**src/usb_stream_pkg.sv**
```systemverilog
`default_nettype none

package usb_stream_pkg;

  // One byte on the bulk stream
  typedef logic [7:0] byte_t;

  // One word of the on-chip memory
  typedef logic [31:0] word_t;

  localparam int BYTES_PER_WORD = 4;

  // Byte position inside a word, byte 0 travels first
  typedef logic [$clog2(BYTES_PER_WORD)-1:0] byte_idx_t;

  // Words held by the output packer
  localparam int PACKER_DEPTH = 2;

  // Free-entry count of the packer, 0 up to PACKER_DEPTH
  typedef logic [$clog2(PACKER_DEPTH+1)-1:0] credit_t;

endpackage

`default_nettype wire
```
**src/mem_cmd_pkg.sv**
```systemverilog
`default_nettype none

package mem_cmd_pkg;

  // Command opcodes, any other value is rejected by the parser
  typedef enum logic [7:0] {
    OP_WRITE = 8'h01,
    OP_READ  = 8'h02
  } opcode_t;

  typedef logic [7:0] burst_len_t;   // Words in the burst minus one
  typedef logic [15:0] word_addr_t;  // Wraps modulo the memory size

  // Listed from the top bit down so the opcode sits in stream byte 0
  typedef struct packed {
    word_addr_t word_addr;  // Bytes 2 and 3, little-endian
    burst_len_t burst_len;  // Byte 1
    opcode_t    opcode;     // Byte 0
  } cmd_fields_t;

  // Filled bytewise by the parser, read as fields by the controller
  typedef union packed {
    cmd_fields_t fields;
    usb_stream_pkg::byte_t [usb_stream_pkg::BYTES_PER_WORD-1:0] bytes;
  } cmd_header_u;

endpackage

`default_nettype wire

```
**src/stream_cmd_parser.sv**
```systemverilog
`timescale 1ns/10ps
`default_nettype none

module stream_cmd_parser #(
  parameter int MAX_BURST = 16
) (
  input  wire                           bus_clock_i,
  input  wire                           rst_n_i,

  input  wire                           s_tvalid_i,
  input  wire usb_stream_pkg::byte_t    s_tdata_i,
  input  wire                           s_tlast_i,
  output logic                          s_tready_o,

  output logic                          cmd_valid_o,
  output mem_cmd_pkg::cmd_header_u      cmd_o,
  input  wire                           cmd_ready_i,

  output logic                          wr_valid_o,
  output usb_stream_pkg::word_t         wr_data_o,

  output logic                          cmd_error_o
);

  typedef enum logic [1:0] {ST_HDR, ST_DATA, ST_DISCARD} state_t;

  state_t                    state_q;
  usb_stream_pkg::byte_idx_t byte_cnt_q;
  mem_cmd_pkg::burst_len_t   words_left_q;
  mem_cmd_pkg::cmd_header_u  hdr_q;
  usb_stream_pkg::word_t     word_q;
  logic                      s_fire;
  logic                      last_byte;
  logic                      is_read;
  logic                      hdr_ok;

  assign s_tready_o = !cmd_valid_o;  // Stall while a header waits for the controller
  assign s_fire     = s_tvalid_i && s_tready_o;
  assign last_byte  = byte_cnt_q ==
                      usb_stream_pkg::byte_idx_t'(usb_stream_pkg::BYTES_PER_WORD - 1);

  // Bytes 0 and 1 are already stored when byte 3 arrives
  assign is_read = hdr_q.fields.opcode == mem_cmd_pkg::OP_READ;
  assign hdr_ok  = (is_read || hdr_q.fields.opcode == mem_cmd_pkg::OP_WRITE) &&
                   (int'(hdr_q.fields.burst_len) < MAX_BURST);

  assign cmd_o     = hdr_q;
  assign wr_data_o = word_q;

  always_ff @(posedge bus_clock_i or negedge rst_n_i) begin
    if (!rst_n_i) begin
      state_q      <= ST_HDR;
      byte_cnt_q   <= '0;
      words_left_q <= '0;
      cmd_valid_o  <= 1'b0;
      wr_valid_o   <= 1'b0;
      cmd_error_o  <= 1'b0;
    end else begin
      wr_valid_o <= 1'b0;
      if (cmd_valid_o && cmd_ready_i) begin
        cmd_valid_o <= 1'b0;
      end
      if (s_fire) begin
        byte_cnt_q <= byte_cnt_q + 1'b1;
        case (state_q)
          ST_HDR: begin
            if (!last_byte) begin
              if (s_tlast_i) begin  // Packet ended inside the header
                cmd_error_o <= 1'b1;
                byte_cnt_q  <= '0;
              end
            end else if (!hdr_ok || (is_read != s_tlast_i)) begin
              cmd_error_o <= 1'b1;
              if (!s_tlast_i) begin
                state_q <= ST_DISCARD;
              end
            end else begin
              cmd_valid_o  <= 1'b1;
              words_left_q <= hdr_q.fields.burst_len;
              if (!is_read) begin
                state_q <= ST_DATA;
              end
            end
          end
          ST_DATA: begin
            if (last_byte) begin
              wr_valid_o   <= 1'b1;  // A whole word is written even when framing is bad
              words_left_q <= words_left_q - 1'b1;
              if (words_left_q == '0) begin
                state_q <= s_tlast_i ? ST_HDR : ST_DISCARD;
                if (!s_tlast_i) begin
                  cmd_error_o <= 1'b1;
                end
              end else if (s_tlast_i) begin
                cmd_error_o <= 1'b1;
                state_q     <= ST_HDR;
              end
            end else if (s_tlast_i) begin  // Partial word is dropped
              cmd_error_o <= 1'b1;
              byte_cnt_q  <= '0;
              state_q     <= ST_HDR;
            end
          end
          default: begin
            if (s_tlast_i) begin
              byte_cnt_q <= '0;
              state_q    <= ST_HDR;
            end
          end
        endcase
      end
    end
  end

  always_ff @(posedge bus_clock_i) begin
    if (s_fire && state_q == ST_HDR) begin
      hdr_q.bytes[byte_cnt_q] <= s_tdata_i;
    end
    if (s_fire && state_q == ST_DATA) begin
      word_q <= {s_tdata_i, word_q[31:8]};  // Least significant byte arrives first
    end
  end

  // A waiting command must not change under the controller
  a_cmd_hold: assert property (@(posedge bus_clock_i) disable iff (!rst_n_i)
    cmd_valid_o && !cmd_ready_i |=> cmd_valid_o && $stable(cmd_o));

endmodule

`default_nettype wire

```
**config.mk**
```make
export PLATFORM = sky130hd
export DESIGN_NAME = stream_cmd_parser
export DESIGN_NICKNAME = d
export VERILOG_FILES = /design/src/usb_stream_pkg.sv /design/src/mem_cmd_pkg.sv /design/src/stream_cmd_parser.sv
export SDC_FILE = /design/constraint.sdc
export NUM_CORES = 1
export LEC_CHECK = 0
export BUFFER_PORTS_ARGS = -buffer_cell sky130_fd_sc_hd__buf_4
export CORE_ASPECT_RATIO = 1.4
export CORE_MARGIN = 5
export CORE_UTILIZATION = 45
export DETAILED_ROUTE_END_ITERATION = 8
export GPL_TIMING_DRIVEN = 0
export HOLD_SLACK_MARGIN = 0.03
export MAX_ROUTING_LAYER = met4
export PLACE_DENSITY = 0.69
export SLEW_MARGIN = 15
export SYNTH_ARGS = -nofsm -noshare
export SYNTH_HDL_FRONTEND = slang
export SYNTH_SLANG_ARGS = --single-unit
```
**constraint.sdc**
```tcl
create_clock -name bus_clock_i -period 3.8 [get_ports bus_clock_i]
set_input_delay 0.57 -clock bus_clock_i [delete_from_list [all_inputs] [get_ports bus_clock_i]]
set_output_delay 0.57 -clock bus_clock_i [all_outputs]
set_load 0.02 [all_outputs]
```
==> impl_metrics.yaml, run 1 <==
final_layout:
  final.fill_count: 518
  multiInputGateArea_um2: 654
  drive_gt1_frac: 0.380
  final_area_um2: 3950
  nNetsFinal: 298
  syn_to_final_growth_pct: 31.0
  n_antenna_cell: 0
  seq_area_um2: 2300
timing:
  fin_worst_skew_ns: 0.00690
  timing.fmax_mhz: 480
  holdWs_ns: 0.0689
  maxSlewHeadroom: 0.364
  setup_viol: 0
  worst_pin_slew_ns: 0.945
  rsz0062_at_grt: "false"
  min_period_over_period: 0.548
  final_max_slew_viol_count: 0
  hold_viol_final: 0
  period_needed_ns: 2.08
  fin_ws_ns: 1.72
  final.setup.tns_ns: 0
global_route:
  grtUsageTotal: 0.171
  overflow: 0
  grt_pass1_wl_mm: 10.5
  antenna_found_initial: 0
  grt_pass1_vias: 1930
  grt_max_degree: 29
worst_setup_path:
  worst-setup-path-type: "reg2reg"
  r2r-start: "state_q[0]$_DFFE_PN0P_"
  cp-end-kind: "flip-flop"
  critPathLaunch: "state_q[0]$_DFFE_PN0P_"
  cpPeakStageDelay_ns: 0.54
  crit_required_ns: 3.79
  reg2regPathDepth: 3
  crit_slowest_cell: "and3_1"
  crit_path_start_kind: "flip-flop"
  timing.rr.end: "cmd_o[23]$_DFFE_PP_"
  regToRegSetupSlack_ns: 1.72
  crit_path_cell_trace: "nor2_1 -> clkbuf_1 -> and3_1"
  cp.arrival_ns: 2.07
  critPathMaxFanout: 10
placed_design:
  port_buffers: 79
  place_area_um2: 3720
  place_ws_ns: 1.64
  hpwl_mm: 4.83
  place.gp.congestion: 0.813
cts:
  cts.sinks: 79
  clk_pin_slew_ns: 0.08
  cts_root_buffer: "clkbuf_8"
  cts_hold_buf: 0
  cts_buffers: 9
  insertion_delay_ns: 0.35
  cts_buffer_depth: 2
  cts_tree: "done"
  post_cts_buffers: 0
  cts.htree.levels: 3
  cts.repair.resized: 0
yosys:
  synth_cells: 188
  ys_warn_count: 0
  synth_edf_count: 64
  synthTopCellsByArea: "edfxtp_1, dfrtp_1, ha_1"
  yosysTopAreaCell: "edfxtp_1"
  synthesis.area_um2: 3010
  yosysMostFrequentCell: "edfxtp_1"
  synthArstFlopShare: 0.190
  seq_area_frac_synth: 0.763
  postSynthAreaPerCell_um2: 16.0
  syn-num-nets: 207
  ys_seq_elements: 79
  synth_top_cell_area_share: 0.638
  yosysUniqueCellTypes: 44
  synth_flop_cell: "edfxtp_1"
  synth_commonest_cells: "edfxtp_1, dfrtp_1, inv_1, nor2_1, nand2_1"
route:
  drc_errors: 0
  drtIter0Drc: 120
  vias_per_cell: 5.48
  postRouteAntennaNets: 0
  dr.pass1.iters: 6
  routedWlPerCell_um: 18.8
  num_vias: 1962
  totalWireLength_mm: 6.72
die:
  std_cell_rows: 35
  initial_core_util: 0.458
  io_pins: 81
  die_h_um: 107
  die-area_um2: 8450
  die_w_um: 79.1
  coreArea_um2: 6570
power_and_ir_drop:
  power_w: 0.00198
  powerDensity_nw_per_um2: 502
  vdd_drop_max_uv: 351
  p_leak_nw: 1.57
min_path:
  hold_path_class: "in2async"
job:
  cap_violations: 0
status:
  status: "complete, no violations"
[through the flow]
stage | std cells | util
2_1_floorplan | 188 | -
3_3_place_gp | 341 | 0.563
3_5_place_dp | 342 | 0.567
4_1_cts | 358 | 0.601
5_1_grt | 358 | 0.601
6_report | 358 | 0.601
[layout make-up]
type / count / area share
multi-input cells: 92 / 0.166
plain buffers: 7 / 0.00729
inverters: 10 / 0.00951
well taps: 74 / 0.0235
clock inverters: 6 / 0.0238
repair buffers: 80 / 0.155
flip-flops and latches: 79 / 0.582
clock buffers: 10 / 0.0324
[critical path, delay by kind of cell, from the launching register on]
kind / cells / cell delay [ns]
and+or+nand+nor: 2 / 0.82
DFF: 1 / 0.48
buffers and inverters: 1 / 0.42
[worst max path at each step]
| stage | to | slack (ns) | cells after the start |
|---|---|---|---|
| floorplan | wr_data_o[0]$_DFFE_PP_ | 1.19 | 3 |
| global placement | wr_data_o[6]$_DFFE_PP_ | 0.47 | 3 |
| detailed placement | words_left_q[3]$_DFFE_PN0P_ | 1.64 | 6 |
| CTS | cmd_o[23]$_DFFE_PP_ | 1.73 | 3 |
| global route | cmd_o[19]$_DFFE_PP_ | 1.58 | 3 |
| finish | cmd_o[23]$_DFFE_PP_ | 1.72 | 3 |
[layer usage]
| layer | GRT usage | vias to the layer above | share of wire |
|---|---|---|---|
| li1 | - | 912 | - |
| met1 | 0.210 | 941 | 0.41 |
| met2 | 0.263 | 93 | 0.50 |
| met3 | 0.0412 | 16 | 0.066 |
| met4 | 0.0860 | 0 | 0.027 |
| met5 | - | - | 0 |
[registers in the layout (all words and copies together), names as in the netlist]
signal        count
wr_valid_o        1
state_q           2
cmd_error_o       1
cmd_o            32
cmd_valid_o       1
wr_data_o        32
byte_cnt_q        2
words_left_q      8
[kinds of logic after synthesis]
family	after synthesis	synth area share
simple gates	51	0.0960
mux	2	0.00707
compound gates	33	0.0869
flops	79	0.763
fa+ha+maj	6	0.0249
buf+inv	17	0.0220
[power by group]
part           leakage [nW]  internal, W  switching [W]
logic                 0.691    0.0000960       0.000140
clock network         0.107     0.000375       0.000307
registers             0.771      0.00100      0.0000625
total                  1.57      0.00147       0.000510
[layout by cell type (no fill, tap or decap), drive strengths merged, types with 4 or more instances in the layout]
master,count
nand3,4
o21ai,4
inv,11
buf,82
ha,6
a211o,5
nor2,9
and3,4
a221oi,4
clkbuf,15
nor3,5
nand2,7
edfxtp,64
a211oi,5
dfrtp,15
Power figures use the tool's default switching activity.
==> inputs of run 2 (changes only) <==
--- a/config.mk
+++ b/config.mk
@@ -13,7 +13,7 @@
 export GPL_TIMING_DRIVEN = 0
 export HOLD_SLACK_MARGIN = 0.03
 export MAX_ROUTING_LAYER = met4
-export PLACE_DENSITY = 0.69
+export PLACE_DENSITY = 0.72
 export SLEW_MARGIN = 15
 export SYNTH_ARGS = -nofsm -noshare
 export SYNTH_HDL_FRONTEND = slang
==> constraint.sdc (replaced) <==
create_clock -name bus_clock_i -period 1.87 [get_ports bus_clock_i]
set_input_delay 0.2805 -clock bus_clock_i [delete_from_list [all_inputs] [get_ports bus_clock_i]]
set_output_delay 0.2805 -clock bus_clock_i [all_outputs]
set_load 0.02 [all_outputs]
==> run 2 against run 1 <==
Register-to-register slack lost 1.7 ns; clock skew grew 0.0043 ns; utilization rose by 2.6 points; critical path type unchanged.
==> impl_metrics.yaml, run 2 (synthesized netlist as in run 1, its figures left out) <==
timing:
  fin_worst_skew_ns: 0.0112
  worst_pin_slew_ns: 0.484
  hold_viol_final: 0
  min_period_over_period: 0.967
  setup_viol: 0
  period_needed_ns: 1.81
  final.setup.tns_ns: 0
  final_max_slew_viol_count: 0
  timing.fmax_mhz: 553
  rsz0062_at_grt: "true"
  maxSlewHeadroom: 0.677
route:
  vias_per_cell: 5.54
  dr.pass1.iters: 4
  drtIter0Drc: 148
  routedWlPerCell_um: 19.3
  num_vias: 2010
  totalWireLength_mm: 6.99
  postRouteAntennaNets: 0
  drc_errors: 0
final_layout:
  multiInputGateArea_um2: 769
  drive_gt1_frac: 0.467
  final.fill_count: 513
  syn_to_final_growth_pct: 36.7
  final_cell_mix: "buf_4, edfxtp_1, dfrtp_1"
  n_antenna_cell: 0
  layout_commonest_cell: "buf_4"
  seq_area_um2: 2300
  nNetsFinal: 303
cts:
  cts_buffer_depth: 2
  cts.htree.levels: 3
  insertion_delay_ns: 0.35
  cts_tree: "done"
  clk_pin_slew_ns: 0.08
  cts_buffers: 9
  cts_root_buffer: "clkbuf_8"
  cts.sinks: 79
placed_design:
  hpwl_mm: 4.78
  port_buffers: 79
  place.gp.congestion: 0.837
die:
  coreArea_um2: 6570
  std_cell_rows: 35
  die_h_um: 107
  die_w_um: 79.1
  initial_core_util: 0.458
  die-area_um2: 8450
  io_pins: 81
power_and_ir_drop:
  vdd_drop_max_uv: 686
  powerDensity_nw_per_um2: 1040
  p_leak_nw: 1.62
  power_w: 0.00427
worst_setup_path:
  cp.arrival_ns: 2.10
  cp-end-kind: "flip-flop"
  critPathMaxFanout: 8
  worst-setup-path-type: "reg2reg"
  crit_path_start_kind: "flip-flop"
  crit_required_ns: 2.16
status:
  status: "complete, no violations"
global_route:
  grt_pass1_vias: 1987
  overflow: 0
  grt_pass1_wl_mm: 10.6
  grtUsageTotal: 0.175
  grt_max_degree: 17
  antenna_found_initial: 0
job:
  cap_violations: 0
min_path:
  hold_path_class: "in2reg"
-- run 2: per-stage QoR --
stage	worst slack, ns	hold WS (ns)	util	std cells	cell area [um2]
2_1_floorplan	0.0463	-0.0151	-	188	3020
3_3_place_gp	-0.180	0.151	0.564	341	3700
3_5_place_dp	-0.199	0.154	0.564	341	3700
4_1_cts	0.00409	0.103	0.615	362	4040
5_1_grt	-0.0401	0.106	0.626	363	4120
6_report	0.0613	0.119	0.626	363	4120
-- run 2: final timing paths --
kind	startpoint	end	slack, ns	cells past startpoint
worst max-delay path	words_left_q[2]$_DFFE_PN0P_	words_left_q[3]$_DFFE_PN0P_	0.06	4
worst min-delay path	cmd_ready_i	cmd_valid_o$_DFF_PN0_	0.12	2
worst max register to register	words_left_q[2]$_DFFE_PN0P_	words_left_q[3]$_DFFE_PN0P_	0.06	4
worst min register to register	wr_data_o[24]$_DFFE_PP_	wr_data_o[16]$_DFFE_PP_	0.45	0
max in group asynchronous	rst_n_i	words_left_q[2]$_DFFE_PN0P_	1.34	2
min in group asynchronous	rst_n_i	words_left_q[3]$_DFFE_PN0P_	0.33	2
-- run 2: final cells by class --
cell class / count / share of cell area
plain buffers: 6 / 0.00760
flip-flops and latches: 79 / 0.559
clock inverters: 6 / 0.0280
multi-input cells: 93 / 0.187
clock buffers: 10 / 0.0310
repair buffers: 85 / 0.156
well taps: 74 / 0.0225
inverters: 10 / 0.00912
-- run 2: metal layers --
layer | track usage | share of wire
met5 | - | 0
met3 | 0.0479 | 0.054
met4 | 0.0688 | 0.022
met1 | 0.201 | 0.39
met2 | 0.290 | 0.54
-- run 2: repair_timing --
| item | 4_1_cts | 5_1_grt |
|---|---|---|
| gates resized for setup | 13 | 18 |
| pin swaps | 2 | 4 |
| gates cloned | 1 | 0 |
| setup buffers | 4 | 1 |
| hold buffers | 1 | 0 |
| endpoints found under the setup margin | 77 | 73 |
| hold endpoints to repair | 15 | 0 |
-- run 2: power by group --
group | internal (W) | switching [W] | total [W]
clock network | 0.000897 | 0.000625 | 0.00152
logic | 0.000252 | 0.000338 | 0.000590
registers | 0.00204 | 0.000125 | 0.00216
-- run 2: critical path: stages (launching register included) --
cell	delay (ns)
dfrtp_2	0.47
or3_4	0.43
or3_2	0.41
a221oi_1	0.30
a211o_2	0.14
