===== src/usb_stream_pkg.sv =====
`default_nettype none

package usb_stream_pkg;

  // One byte on the bulk stream
  typedef logic [7:0] byte_t;

  // One word of the on-chip memory
  typedef logic [31:0] word_t;

  localparam int BYTES_PER_WORD = 4;

  // Byte position inside a word, byte 0 travels first
  typedef logic [$clog2(BYTES_PER_WORD)-1:0] byte_idx_t;

  // Words held by the output packer
  localparam int PACKER_DEPTH = 2;

  // Free-entry count of the packer, 0 up to PACKER_DEPTH
  typedef logic [$clog2(PACKER_DEPTH+1)-1:0] credit_t;

endpackage

`default_nettype wire

===== src/stream_word_packer.sv =====
`timescale 1ns/10ps
`default_nettype none

module stream_word_packer (
  input  wire                           bus_clock_i,
  input  wire                           rst_n_i,

  input  wire                           rd_valid_i,
  input  wire usb_stream_pkg::word_t    rd_data_i,
  input  wire                           rd_last_i,
  output usb_stream_pkg::credit_t       fifo_free_o,

  output logic                          m_tvalid_o,
  output usb_stream_pkg::byte_t         m_tdata_o,
  output logic                          m_tlast_o,
  output logic                          m_tkeep_o,
  input  wire                           m_tready_i
);

  localparam int DEPTH = usb_stream_pkg::PACKER_DEPTH;

  usb_stream_pkg::word_t      buf_data_q [DEPTH];
  logic                       buf_last_q [DEPTH];
  logic [$clog2(DEPTH)-1:0]   wr_ptr_q;
  logic [$clog2(DEPTH)-1:0]   rd_ptr_q;
  usb_stream_pkg::credit_t    count_q;
  usb_stream_pkg::byte_idx_t  byte_idx_q;
  logic                       m_fire;
  logic                       word_done;

  assign m_tvalid_o  = count_q != '0;
  assign m_tkeep_o   = m_tvalid_o;  // Every byte of a word is real
  assign m_tdata_o   = buf_data_q[rd_ptr_q][8*byte_idx_q +: 8];
  assign word_done   = byte_idx_q ==
                       usb_stream_pkg::byte_idx_t'(usb_stream_pkg::BYTES_PER_WORD - 1);
  assign m_tlast_o   = buf_last_q[rd_ptr_q] && word_done;
  assign m_fire      = m_tvalid_o && m_tready_i;
  assign fifo_free_o = usb_stream_pkg::credit_t'(DEPTH) - count_q;

  always_ff @(posedge bus_clock_i or negedge rst_n_i) begin
    if (!rst_n_i) begin
      wr_ptr_q   <= '0;
      rd_ptr_q   <= '0;
      count_q    <= '0;
      byte_idx_q <= '0;
    end else begin
      if (m_fire) begin
        byte_idx_q <= byte_idx_q + 1'b1;  // Walks 0 to 3 and wraps
      end
      if (rd_valid_i) begin
        wr_ptr_q <= wr_ptr_q + 1'b1;
      end
      if (m_fire && word_done) begin
        rd_ptr_q <= rd_ptr_q + 1'b1;
      end
      case ({rd_valid_i, m_fire && word_done})
        2'b10:   count_q <= count_q + 1'b1;
        2'b01:   count_q <= count_q - 1'b1;
        default: count_q <= count_q;
      endcase
    end
  end

  always_ff @(posedge bus_clock_i) begin
    if (rd_valid_i) begin
      buf_data_q[wr_ptr_q] <= rd_data_i;
      buf_last_q[wr_ptr_q] <= rd_last_i;
    end
  end

  // Stalled output must hold its byte
  a_out_hold: assert property (@(posedge bus_clock_i) disable iff (!rst_n_i)
    m_tvalid_o && !m_tready_i |=> m_tvalid_o && $stable(m_tdata_o));

endmodule

`default_nettype wire


===== config.mk =====
export PLATFORM = sky130hd
export DESIGN_NAME = stream_word_packer
export DESIGN_NICKNAME = d
export VERILOG_FILES = /design/src/usb_stream_pkg.sv /design/src/stream_word_packer.sv
export SDC_FILE = /design/constraint.sdc
export NUM_CORES = 1
export LEC_CHECK = 0
export BUFFER_PORTS_ARGS = -buffer_cell sky130_fd_sc_hd__buf_2
export CORE_MARGIN = 2
export CORE_UTILIZATION = 40
export DETAILED_ROUTE_END_ITERATION = 16
export GPL_ROUTABILITY_DRIVEN = 1
export PLACE_DENSITY = 0.72
export SYNTH_ARGS = -nofsm -noshare
export SYNTH_HDL_FRONTEND = slang
export SYNTH_SLANG_ARGS = --single-unit

===== constraint.sdc =====
create_clock -name bus_clock_i -period 3.1 [get_ports bus_clock_i]
set_clock_uncertainty 0.1 [all_clocks]
set_input_delay 0.31 -clock bus_clock_i [delete_from_list [all_inputs] [get_ports bus_clock_i]]
set_output_delay 0.31 -clock bus_clock_i [all_outputs]
set_load 0.05 [all_outputs]

==> run metrics, run 1 <==
crit path DAT=2.16 ns; Comb power frac=0.398; most common cell in the synthesized netlist=edfxtp_1; wire length per cell=around 15 microns; Total Power=roughly 0.0034 W; pre-CTS setup slack=0.874 ns; Crit Path Max Fanout=13; DRC marker count from the first detailed-route iteration=50; Die H=88.6 microns; Final setup viols=0; starting density of the core=0.417; Via density=4.77; Leakage Power=1.28 nW; Worst Hold Class=in2reg; FILL cells=547; Post-Synthesis Cells=125; Antenna Cells=0; Mapped Nets=165; synthesis-stage register bit count=72; Async SR Flop Fraction=0.0833; WL met3=309 microns; ys flop type=edfxtp_1; startpoint types=flip-flop; multi-input logic area=about 660 sq um; Crit. End Element=output pin; Synth Area per Inst=22.9 sq um; final RePlAce weighted congestion=0.683; WHS Path Cells=1; register area share after synthesis=0.744; Post-synth EDFFs=66; VDD IR max=a little over 0.3 mV; Vias=1351; die area=7860 sq um; worst rel slew slack=0.545; vias in the first global route=1403; Num CTS Buffers=9; DPL Wire Length=2.94 mm; status=complete, no violations; Routed Antenna Nets=0; Die W=88.6 microns; Mapped Area=2870 sq um; R2R depth=5; Synth cell types=19; Max Slew Vio Count=0; Row Count=30; hold_sp=rd_data_i[25]; worst-margin pin slew=0.683 ns; routed wl met2=2.08 mm; setup_tns=0 ns; net switching power=0.00129 W; largest area contributor in the netlist=edfxtp_1; Setup Crit Path Kind=reg2out; crit path time final=2.57 ns; clock share of power=0.180; Sequential Area=2130 sq um; Int Pwr=around 0.0022 W; # nets final=~220; I/O Pins=50; Pre-Repair DR Iteration Count=4; Crit path required time=approximately 2.7 ns; Max Root-Sink Buffers=2; GRT overflow=0; Clock transition at path regs=roughly 0.080 ns; Clock Sinks=slightly above 70; Pwr Density=slightly above 1000 nW/um^2; setup repair bufs after CTS=0; RSZ-0062 raised after global routing=no; antenna violations before repair=0; first-pass GRT wire length=6.76 mm; Final Routed Wirelength=4.35 mm; crit share post-route=0.828; worst setup margin=approximately 0.53 ns; # port buffers=49; Max-Cap Viols=0; Top Metal Used=met4; ranking of synthesized cells by area=edfxtp_1, mux4_1, mux4_2, dfrtp_1, mux2_4; Post-synth top cells=edfxtp_1, mux2_4, mux4_1, mux4_2, dfrtp_1; pin count of the biggest net entering global routing=34; critical path startpoint=rd_ptr_q; Hold Vio Cnt, Final=0; clock latency on the worst-skew pair=0.33 ns; # DRC=0; CTS tree=done; area grow syn2layout=18.5%; share of cells above drive strength 1=0.460; Met1 Wirelength=1.86 mm; gr usage total=0.122; hold_buf cts=1; number of H-tree levels=3; Warnings, synthesis=0; FMAX=roughly 390 MHz; Core ar.=between 6000 and 7000 sq um; share of the synthesized area in the top cell type=0.692; Root Driver=clkbuf_8; RR Startpoint=byte_idx_q[1]; Switching Share=0.375; PostCTS Resize Cnt=0; Sequential Power Share=0.421
-- power by group through the flow --
stage / sequential [W] / clock [W] / combinational [W]
2_1_floorplan: 0.00137 / 0 / 0.00125
3_3_place_gp: 0.00147 / 0 / 0.00137
3_5_place_dp: 0.00148 / 0 / 0.00139
4_1_cts: 0.00146 / 0.000643 / 0.00139
5_1_grt: 0.00148 / 0.000692 / 0.00145
6_report: 0.00145 / 0.000621 / 0.00137
-- worst paths after layout --
| path | slack [ns] | to |
|---|---|---|
| setup / recovery | 0.53 | m_tdata_o[6] |
| hold / removal | 0.06 | buf_data_q[1][25] |
| setup reg to reg | 1.11 | count_q[1] |
| hold reg to reg | 0.44 | count_q[1] |
| max in group asynchronous | 2.52 | rd_ptr_q |
| min in group asynchronous | 0.23 | byte_idx_q[0] |
-- cells in the final DEF, fill, tap and decap left out, drive strengths merged --
cell type	Yosys	final
and2	2	2
clkbuf	1	9
nor2b	2	2
nor2	2	2
buf	6	52
inv	5	6
xnor2	3	3
edfxtp	66	66
mux4	16	16
xor2	3	3
mux2	9	9
clkinv	0	4
ha	3	3
clkinvlp	0	2
dfrtp	6	6
mux2i	1	1
dlygate4sd3	0	1
-- metal layers --
layer,vias to the layer above,GRT usage
met3,8,0.0420
met4,0,0.0785
met1,678,0.149
met2,44,0.186
met5,-,0
li1,621,-
-- worst max-delay path, stage by stage, from the launching register on --
cell,delay (ns)
dfrtp_1,0.56
buf_12,0.21
mux4_1,0.56
mux2_4,0.27
buf_2,0.21
-- kinds of logic after synthesis --
kind of cell,share of synthesized area
DFF,0.744
adders and majority gates,0.0131
buffers and inverters,0.0275
and+or+nand+nor,0.0114
xor gates and xnor gates,0.0183
muxes,0.186
-- through the flow --
stage | utilization | instances | hold WS [ns] | cell area, sq um
4_1_cts | 0.494 | 283 | 0.0418 | 3390
2_1_floorplan | - | 125 | -0.0856 | 2870
5_1_grt | 0.494 | 283 | 0.0408 | 3390
3_3_place_gp | 0.468 | 266 | 0.0451 | 3210
3_5_place_dp | 0.468 | 266 | 0.0486 | 3210
6_report | 0.494 | 283 | 0.0625 | 3390
-- state kept, by name, summed over array words and instances, names as in the netlist --
register	flops
buf_data_q	64
buf_last_q	2
byte_idx_q	2
count_q	2
rd_ptr_q	1
wr_ptr_q	1
-- final cells by class --
| cell class | instances | share of cell area |
|---|---|---|
| clock buffer | 9 | 0.0365 |
| clock inverter | 7 | 0.0140 |
| inverter | 5 | 0.00553 |
| multi-input combinational | 41 | 0.195 |
| sequential | 72 | 0.628 |
| tap | 96 | 0.0354 |
| timing repair buffer | 53 | 0.0855 |
(Power assumes the default switching activity.)
==> run 2: changes to the inputs <==
==> constraint.sdc (replaced) <==
create_clock -name bus_clock_i -period 2.6 [get_ports bus_clock_i]
set_clock_uncertainty 0.1 [all_clocks]
set_input_delay 0.26 -clock bus_clock_i [delete_from_list [all_inputs] [get_ports bus_clock_i]]
set_output_delay 0.26 -clock bus_clock_i [all_outputs]
set_load 0.05 [all_outputs]
==> run 2 against run 1 <==
First-iteration DRC count up 14%. Sequential power up 15%. Global-route usage up 0.63 points. Final area up 11%. Sequential share of layout area down 6.0 points.
==> run metrics, run 2 (synthesis gave the netlist of run 1 again) <==
Max Root-Sink Buffers=2 (unchanged); area grow syn2layout=31.0%; pin count of the biggest net entering global routing=34 (unchanged); Comb power frac=0.399 (about the same); Sequential Power Share=0.384 (-0.037); Antenna Cells=0 (unchanged); Leakage Power=1.44 nW (+12%); commonest non-fill, non-tap cell in the layout=edfxtp_1; setup repair bufs after CTS=0 (unchanged); vias in the first global route=1466 (+4.5%); Final Routed Wirelength=4.51 mm (+3.8%); Biggest register=buf_data_q; RSZ-0062 raised after global routing=no; worst rel slew slack=0.534 (-0.0106); GRT overflow=0 (unchanged); met3 global-route usage=0.0476 (+0.00560); VDD IR max=0.392 mV (+28%); Via density=4.63 (-3.0%); M1 GR Usage=0.153 (+0.00446); Num CTS Buffers=9 (unchanged); Die H=88.6 microns (unchanged); Row Count=30 (unchanged); crit path DAT=2.04 ns (-0.12 ns); first-pass GRT wire length=7.07 mm (+4.6%); Sequential Area=2130 sq um (unchanged); number of flip-flops in the largest register=64 (unchanged); FILL cells=554 (+1.3%); die area=7860 sq um (unchanged); net switching power=0.00156 W (+20%); clock share of power=0.217 (+0.037); hold slack=0.0229 ns (-0.0396 ns); crit path time final=roughly 2.4 ns; Crit. End Element=output pin; # port buffers=49 (unchanged); clock latency on the worst-skew pair=0.34 ns (about the same); final RePlAce weighted congestion=0.730 (+6.8%); status=complete, no violations; I/O Pins=50 (unchanged); share of cells above drive strength 1=0.400 (-0.0599); Switching Share=0.358 (-0.0172); number of H-tree levels=3 (unchanged); GR Util met2=0.203 (+0.0170); Setup Crit Path Kind=reg2out; Max Slew Vio Count=0 (unchanged); Die W=88.6 microns (unchanged); setup_tns=0 ns (unchanged); Hold Vio Cnt, Final=0 (unchanged); Pwr Density=1160 nW/um^2 (+14%); # DRC=0 (unchanged); startpoint types=flip-flop; Pre-Repair DR Iteration Count=4 (unchanged); Top Usage Layer GRT=met2; Root Driver=clkbuf_8; Worst Hold Class=in2reg; Worst R2R Setup Slack=0.66 ns (-0.45 ns); Int Pwr=0.00279 W (+30%); Core ar.=6870 sq um (unchanged); Crit path required time=2.24 ns (-0.45 ns); FMAX=417 MHz; Vias=1464 (+8.4%); Final setup viols=0 (unchanged); multi-input logic area=662 sq um (unchanged); CTS tree=done; # nets final=255 (+15%); Max-Cap Viols=0 (unchanged); Crit Path Max Fanout=18 (+5); crit share post-route=0.923; Clock Sinks=72 (unchanged); wire length per cell=14.3 microns (-7.1%); DRC marker count from the first detailed-route iteration=57 (+14%); Clock transition at path regs=0.07 ns (about the same); Routed Antenna Nets=0 (unchanged); Total Power=0.00435 W (+26%); worst-margin pin slew=0.699 ns (+0.0158 ns); antenna violations before repair=0 (unchanged); PostCTS Resize Cnt=0 (unchanged); gr usage total=0.129 (+0.00632); DPL Wire Length=2.82 mm (-4.1%); starting density of the core=0.417 (unchanged); most frequent cells in the layout=edfxtp_1, buf_2, dlygate4sd3_1
[run 2: final timing paths]
kind	cells after the start	endpoint	start
setup / recovery	3	m_tdata_o[3]	byte_idx_q[1]
hold / removal	1	buf_data_q[1][23]	rd_data_i[23]
setup reg to reg	5	count_q[1]	byte_idx_q[1]
hold reg to reg	2	count_q[1]	count_q[1]
max in group asynchronous	2	rd_ptr_q	rst_n_i
min in group asynchronous	2	byte_idx_q[1]	rst_n_i
[run 2: metrics by stage]
| step | cells | util | setup slack [ns] | cell area, sq um |
|---|---|---|---|---|
| 2_1_floorplan | 125 | - | 0.292 | 2870 |
| 3_3_place_gp | 268 | 0.468 | 0.545 | 3220 |
| 3_5_place_dp | 268 | 0.468 | 0.516 | 3220 |
| 4_1_cts | 314 | 0.544 | 0.138 | 3730 |
| 5_1_grt | 316 | 0.547 | 0.0867 | 3750 |
| 6_report | 316 | 0.547 | 0.200 | 3750 |
[run 2: per-layer routing]
metal | wire length, microns | share of wire
met1 | 1960 | 0.44
met4 | 92 | 0.020
met5 | 0 | 0
met3 | 230 | 0.051
met2 | 2220 | 0.49
[run 2: layout make-up]
type                            instances  area share
Clock buffer                            9      0.0330
Inverter                                5     0.00500
Multi-Input combinational cell         41       0.176
Tap cell                               96      0.0320
Clock inverter                          7      0.0253
Sequential cell                        72       0.568
Timing Repair Buffer                   86       0.161
[run 2: critical path: stages (launching register included)]
cell	delay, ns
dfrtp_1	0.79
mux4_1	0.41
mux2_4	0.28
buf_2	0.21
[run 2: repair_timing]
item,in CTS,in global routing
hold buffers,30,2
setup endpoints to repair,0,0
hold endpoints to repair,63,3
[run 2: power groups by stage]
stage	Combinational, W	Clock (W)	Sequential, W
3_5_place_dp	0.00172	0	0.00170
2_1_floorplan	0.00149	0	0.00163
4_1_cts	0.00176	0.000971	0.00167
5_1_grt	0.00185	0.00101	0.00170
6_report	0.00173	0.000944	0.00167
3_3_place_gp	0.00170	0	0.00169
==> run 3: changes to the inputs <==
--- a/config.mk
+++ b/config.mk
@@ -10,7 +10,7 @@
 export CORE_UTILIZATION = 40
 export DETAILED_ROUTE_END_ITERATION = 16
 export GPL_ROUTABILITY_DRIVEN = 1
-export PLACE_DENSITY = 0.72
+export PLACE_DENSITY_LB_ADDON = 0.1
 export SYNTH_ARGS = -nofsm -noshare
 export SYNTH_HDL_FRONTEND = slang
 export SYNTH_SLANG_ARGS = --single-unit
==> run 3 against run 2 <==
Clock power decreased by 20%. Largest power group unchanged. Maximum frequency fell by 0.55%. First-iteration DRC count is 21% lower. Highest routed layer unchanged. Worst setup slack got worse by 0.013 ns.
==> run metrics, run 3 (synthesis gave the netlist of run 1 again) <==
status=complete, no violations; most frequent cells in the layout=edfxtp_1, buf_2, clkbuf_8, dlygate4sd3_1; Core ar.=6870 sq um (unchanged); clock latency on the worst-skew pair=0.33 ns (about the same); Antenna Cells=0 (unchanged); Pwr Density=1190 nW/um^2 (+2.5%); Crit. End Element=output pin; area grow syn2layout=22.2%; crit path DAT=2.05 ns (about the same); startpoint types=flip-flop; starting density of the core=0.417 (unchanged); Clock transition at path regs=0.07 ns (about the same); worst-margin pin slew=0.738 ns (+0.0393 ns); final RePlAce weighted congestion=0.656 (-10%); FILL cells=585 (+5.6%); Max-Cap Viols=0 (unchanged); multi-input logic area=662 sq um (unchanged); Sequential Area=2130 sq um (unchanged); crit share post-route=0.928 (+0.00514); Setup Crit Path Kind=reg2out; VDD IR max=0.362 mV (-7.5%); commonest non-fill, non-tap cell in the layout=edfxtp_1; Hold Path Sink=buf_data_q[0][0]; WHS Path Cells=1 (unchanged); Worst R2R Setup Slack=0.61 ns (-0.05 ns); RSZ-0062 raised after global routing=no; DPL Wire Length=2.94 mm (+4.1%); die area=7860 sq um (unchanged); # port buffers=49 (unchanged); I/O Pins=50 (unchanged); Leakage Power=1.33 nW (-7.8%); Pre-Repair DR Iteration Count=4 (unchanged); Clock Sinks=72 (unchanged); R2R Path End=count_q[1]; first-pass GRT wire length=7.06 mm (-0.20%); hold_sp=rd_data_i[0]; Vias=1361 (-7.0%); # DRC=0 (unchanged); # nets final=233 (-8.6%); share of cells above drive strength 1=0.414 (+0.0141); setup_tns=0 ns (unchanged); antenna violations before repair=0 (unchanged); wire length per cell=15.6 microns (+9.0%); Num CTS Buffers=9 (unchanged); Die W=88.6 microns (unchanged); gr usage total=0.128 (-0.000568); FMAX=414 MHz (-0.55%); worst rel slew slack=0.508 (-0.0262); GRT overflow=0 (unchanged); Worst Hold Class=in2reg; Final Routed Wirelength=4.57 mm (+1.4%); Routed Antenna Nets=0 (unchanged); Crit Path Max Fanout=18 (unchanged); Die H=88.6 microns (unchanged); DRC marker count from the first detailed-route iteration=45 (-21%); Biggest register=buf_data_q; Hold Vio Cnt, Final=0 (unchanged); placed instance area=3220 sq um (+0.16%); R2R depth=5 (unchanged); Root Driver=clkbuf_8; post-route cell area=3500 sq um (-6.8%); Crit path required time=2.24 ns (about the same); Max Root-Sink Buffers=2 (unchanged); crit path time final=2.41 ns (+0.0134 ns); Row Count=30 (unchanged); pin count of the biggest net entering global routing=34 (unchanged); number of H-tree levels=3 (unchanged); Final setup viols=0 (unchanged); RR Startpoint=byte_idx_q[1]; Max Slew Vio Count=0 (unchanged); Via density=4.63 (about the same); vias in the first global route=1415 (-3.5%); CTS tree=done; number of flip-flops in the largest register=64 (unchanged)
[run 3: cell types whose count changed in the layout (fill, tap and decap cells not counted), sizes merged]
cell         delta
buf             -1
bufinv          -2
clkbuf          +6
clkinv          -2
clkinvlp        -1
dlygate4sd3    -21
inv             -1
[run 3: cell type report]
type	count	area share
Sequential cell	72	0.609
Multi-Input combinational cell	41	0.189
Timing Repair Buffer	64	0.114
Clock buffer	15	0.0475
Tap cell	96	0.0343
Inverter	5	0.00536
Clock inverter	1	0.00107
[run 3: critical path: stages, from the launching register on]
cell	delay, ns
dfrtp_1	0.82
mux4_1	0.41
mux2_4	0.28
buf_2	0.21
[run 3: how the worst max path moves through the flow]
stage	from	cells after the start	slack, ns	to
6_report	byte_idx_q[1]	3	0.19	m_tdata_o[5]
5_1_grt	byte_idx_q[1]	3	0.06	m_tdata_o[5]
4_1_cts	byte_idx_q[1]	3	0.14	m_tdata_o[4]
3_5_place_dp	byte_idx_q[1]	3	0.51	m_tdata_o[4]
3_3_place_gp	byte_idx_q[1]	3	0.49	m_tdata_o[5]
2_1_floorplan	wr_ptr_q	1	0.29	buf_data_q[0][0]
[run 3: stage by stage]
stage,std cells,setup WS (ns),util,hold WS (ns),power (W)
final,294,0.186,0.510,0.0152,0.00416
after floorplan,125,0.292,-,-0.136,0.00312
after CTS,289,0.144,0.502,0.000252,0.00422
after global placement,267,0.489,0.469,-0.00567,0.00342
after global routing,294,0.0559,0.510,0.00573,0.00437
after detailed placement,267,0.513,0.469,0.000230,0.00345
[run 3: where the power goes]
part           total, W  switching [W]  internal, W  leakage [nW]
logic           0.00172        0.00103     0.000690         0.555
clock network  0.000756       0.000358     0.000398        0.0854
registers       0.00168       0.000128      0.00155         0.689
[run 3: timing repair]
item / 4_1_cts / 5_1_grt
gates resized for setup: 0 / 0
setup buffers: 0 / 0
endpoints found under the hold margin: 16 / 10
hold buffers: 6 / 5
[run 3: per-layer routing]
layer	vias up	global-route usage	wire length [microns]
li1	643	-	-
met1	671	0.152	1970
met2	41	0.203	2280
met3	6	0.0550	249
met4	0	0.0592	67
met5	-	0	0
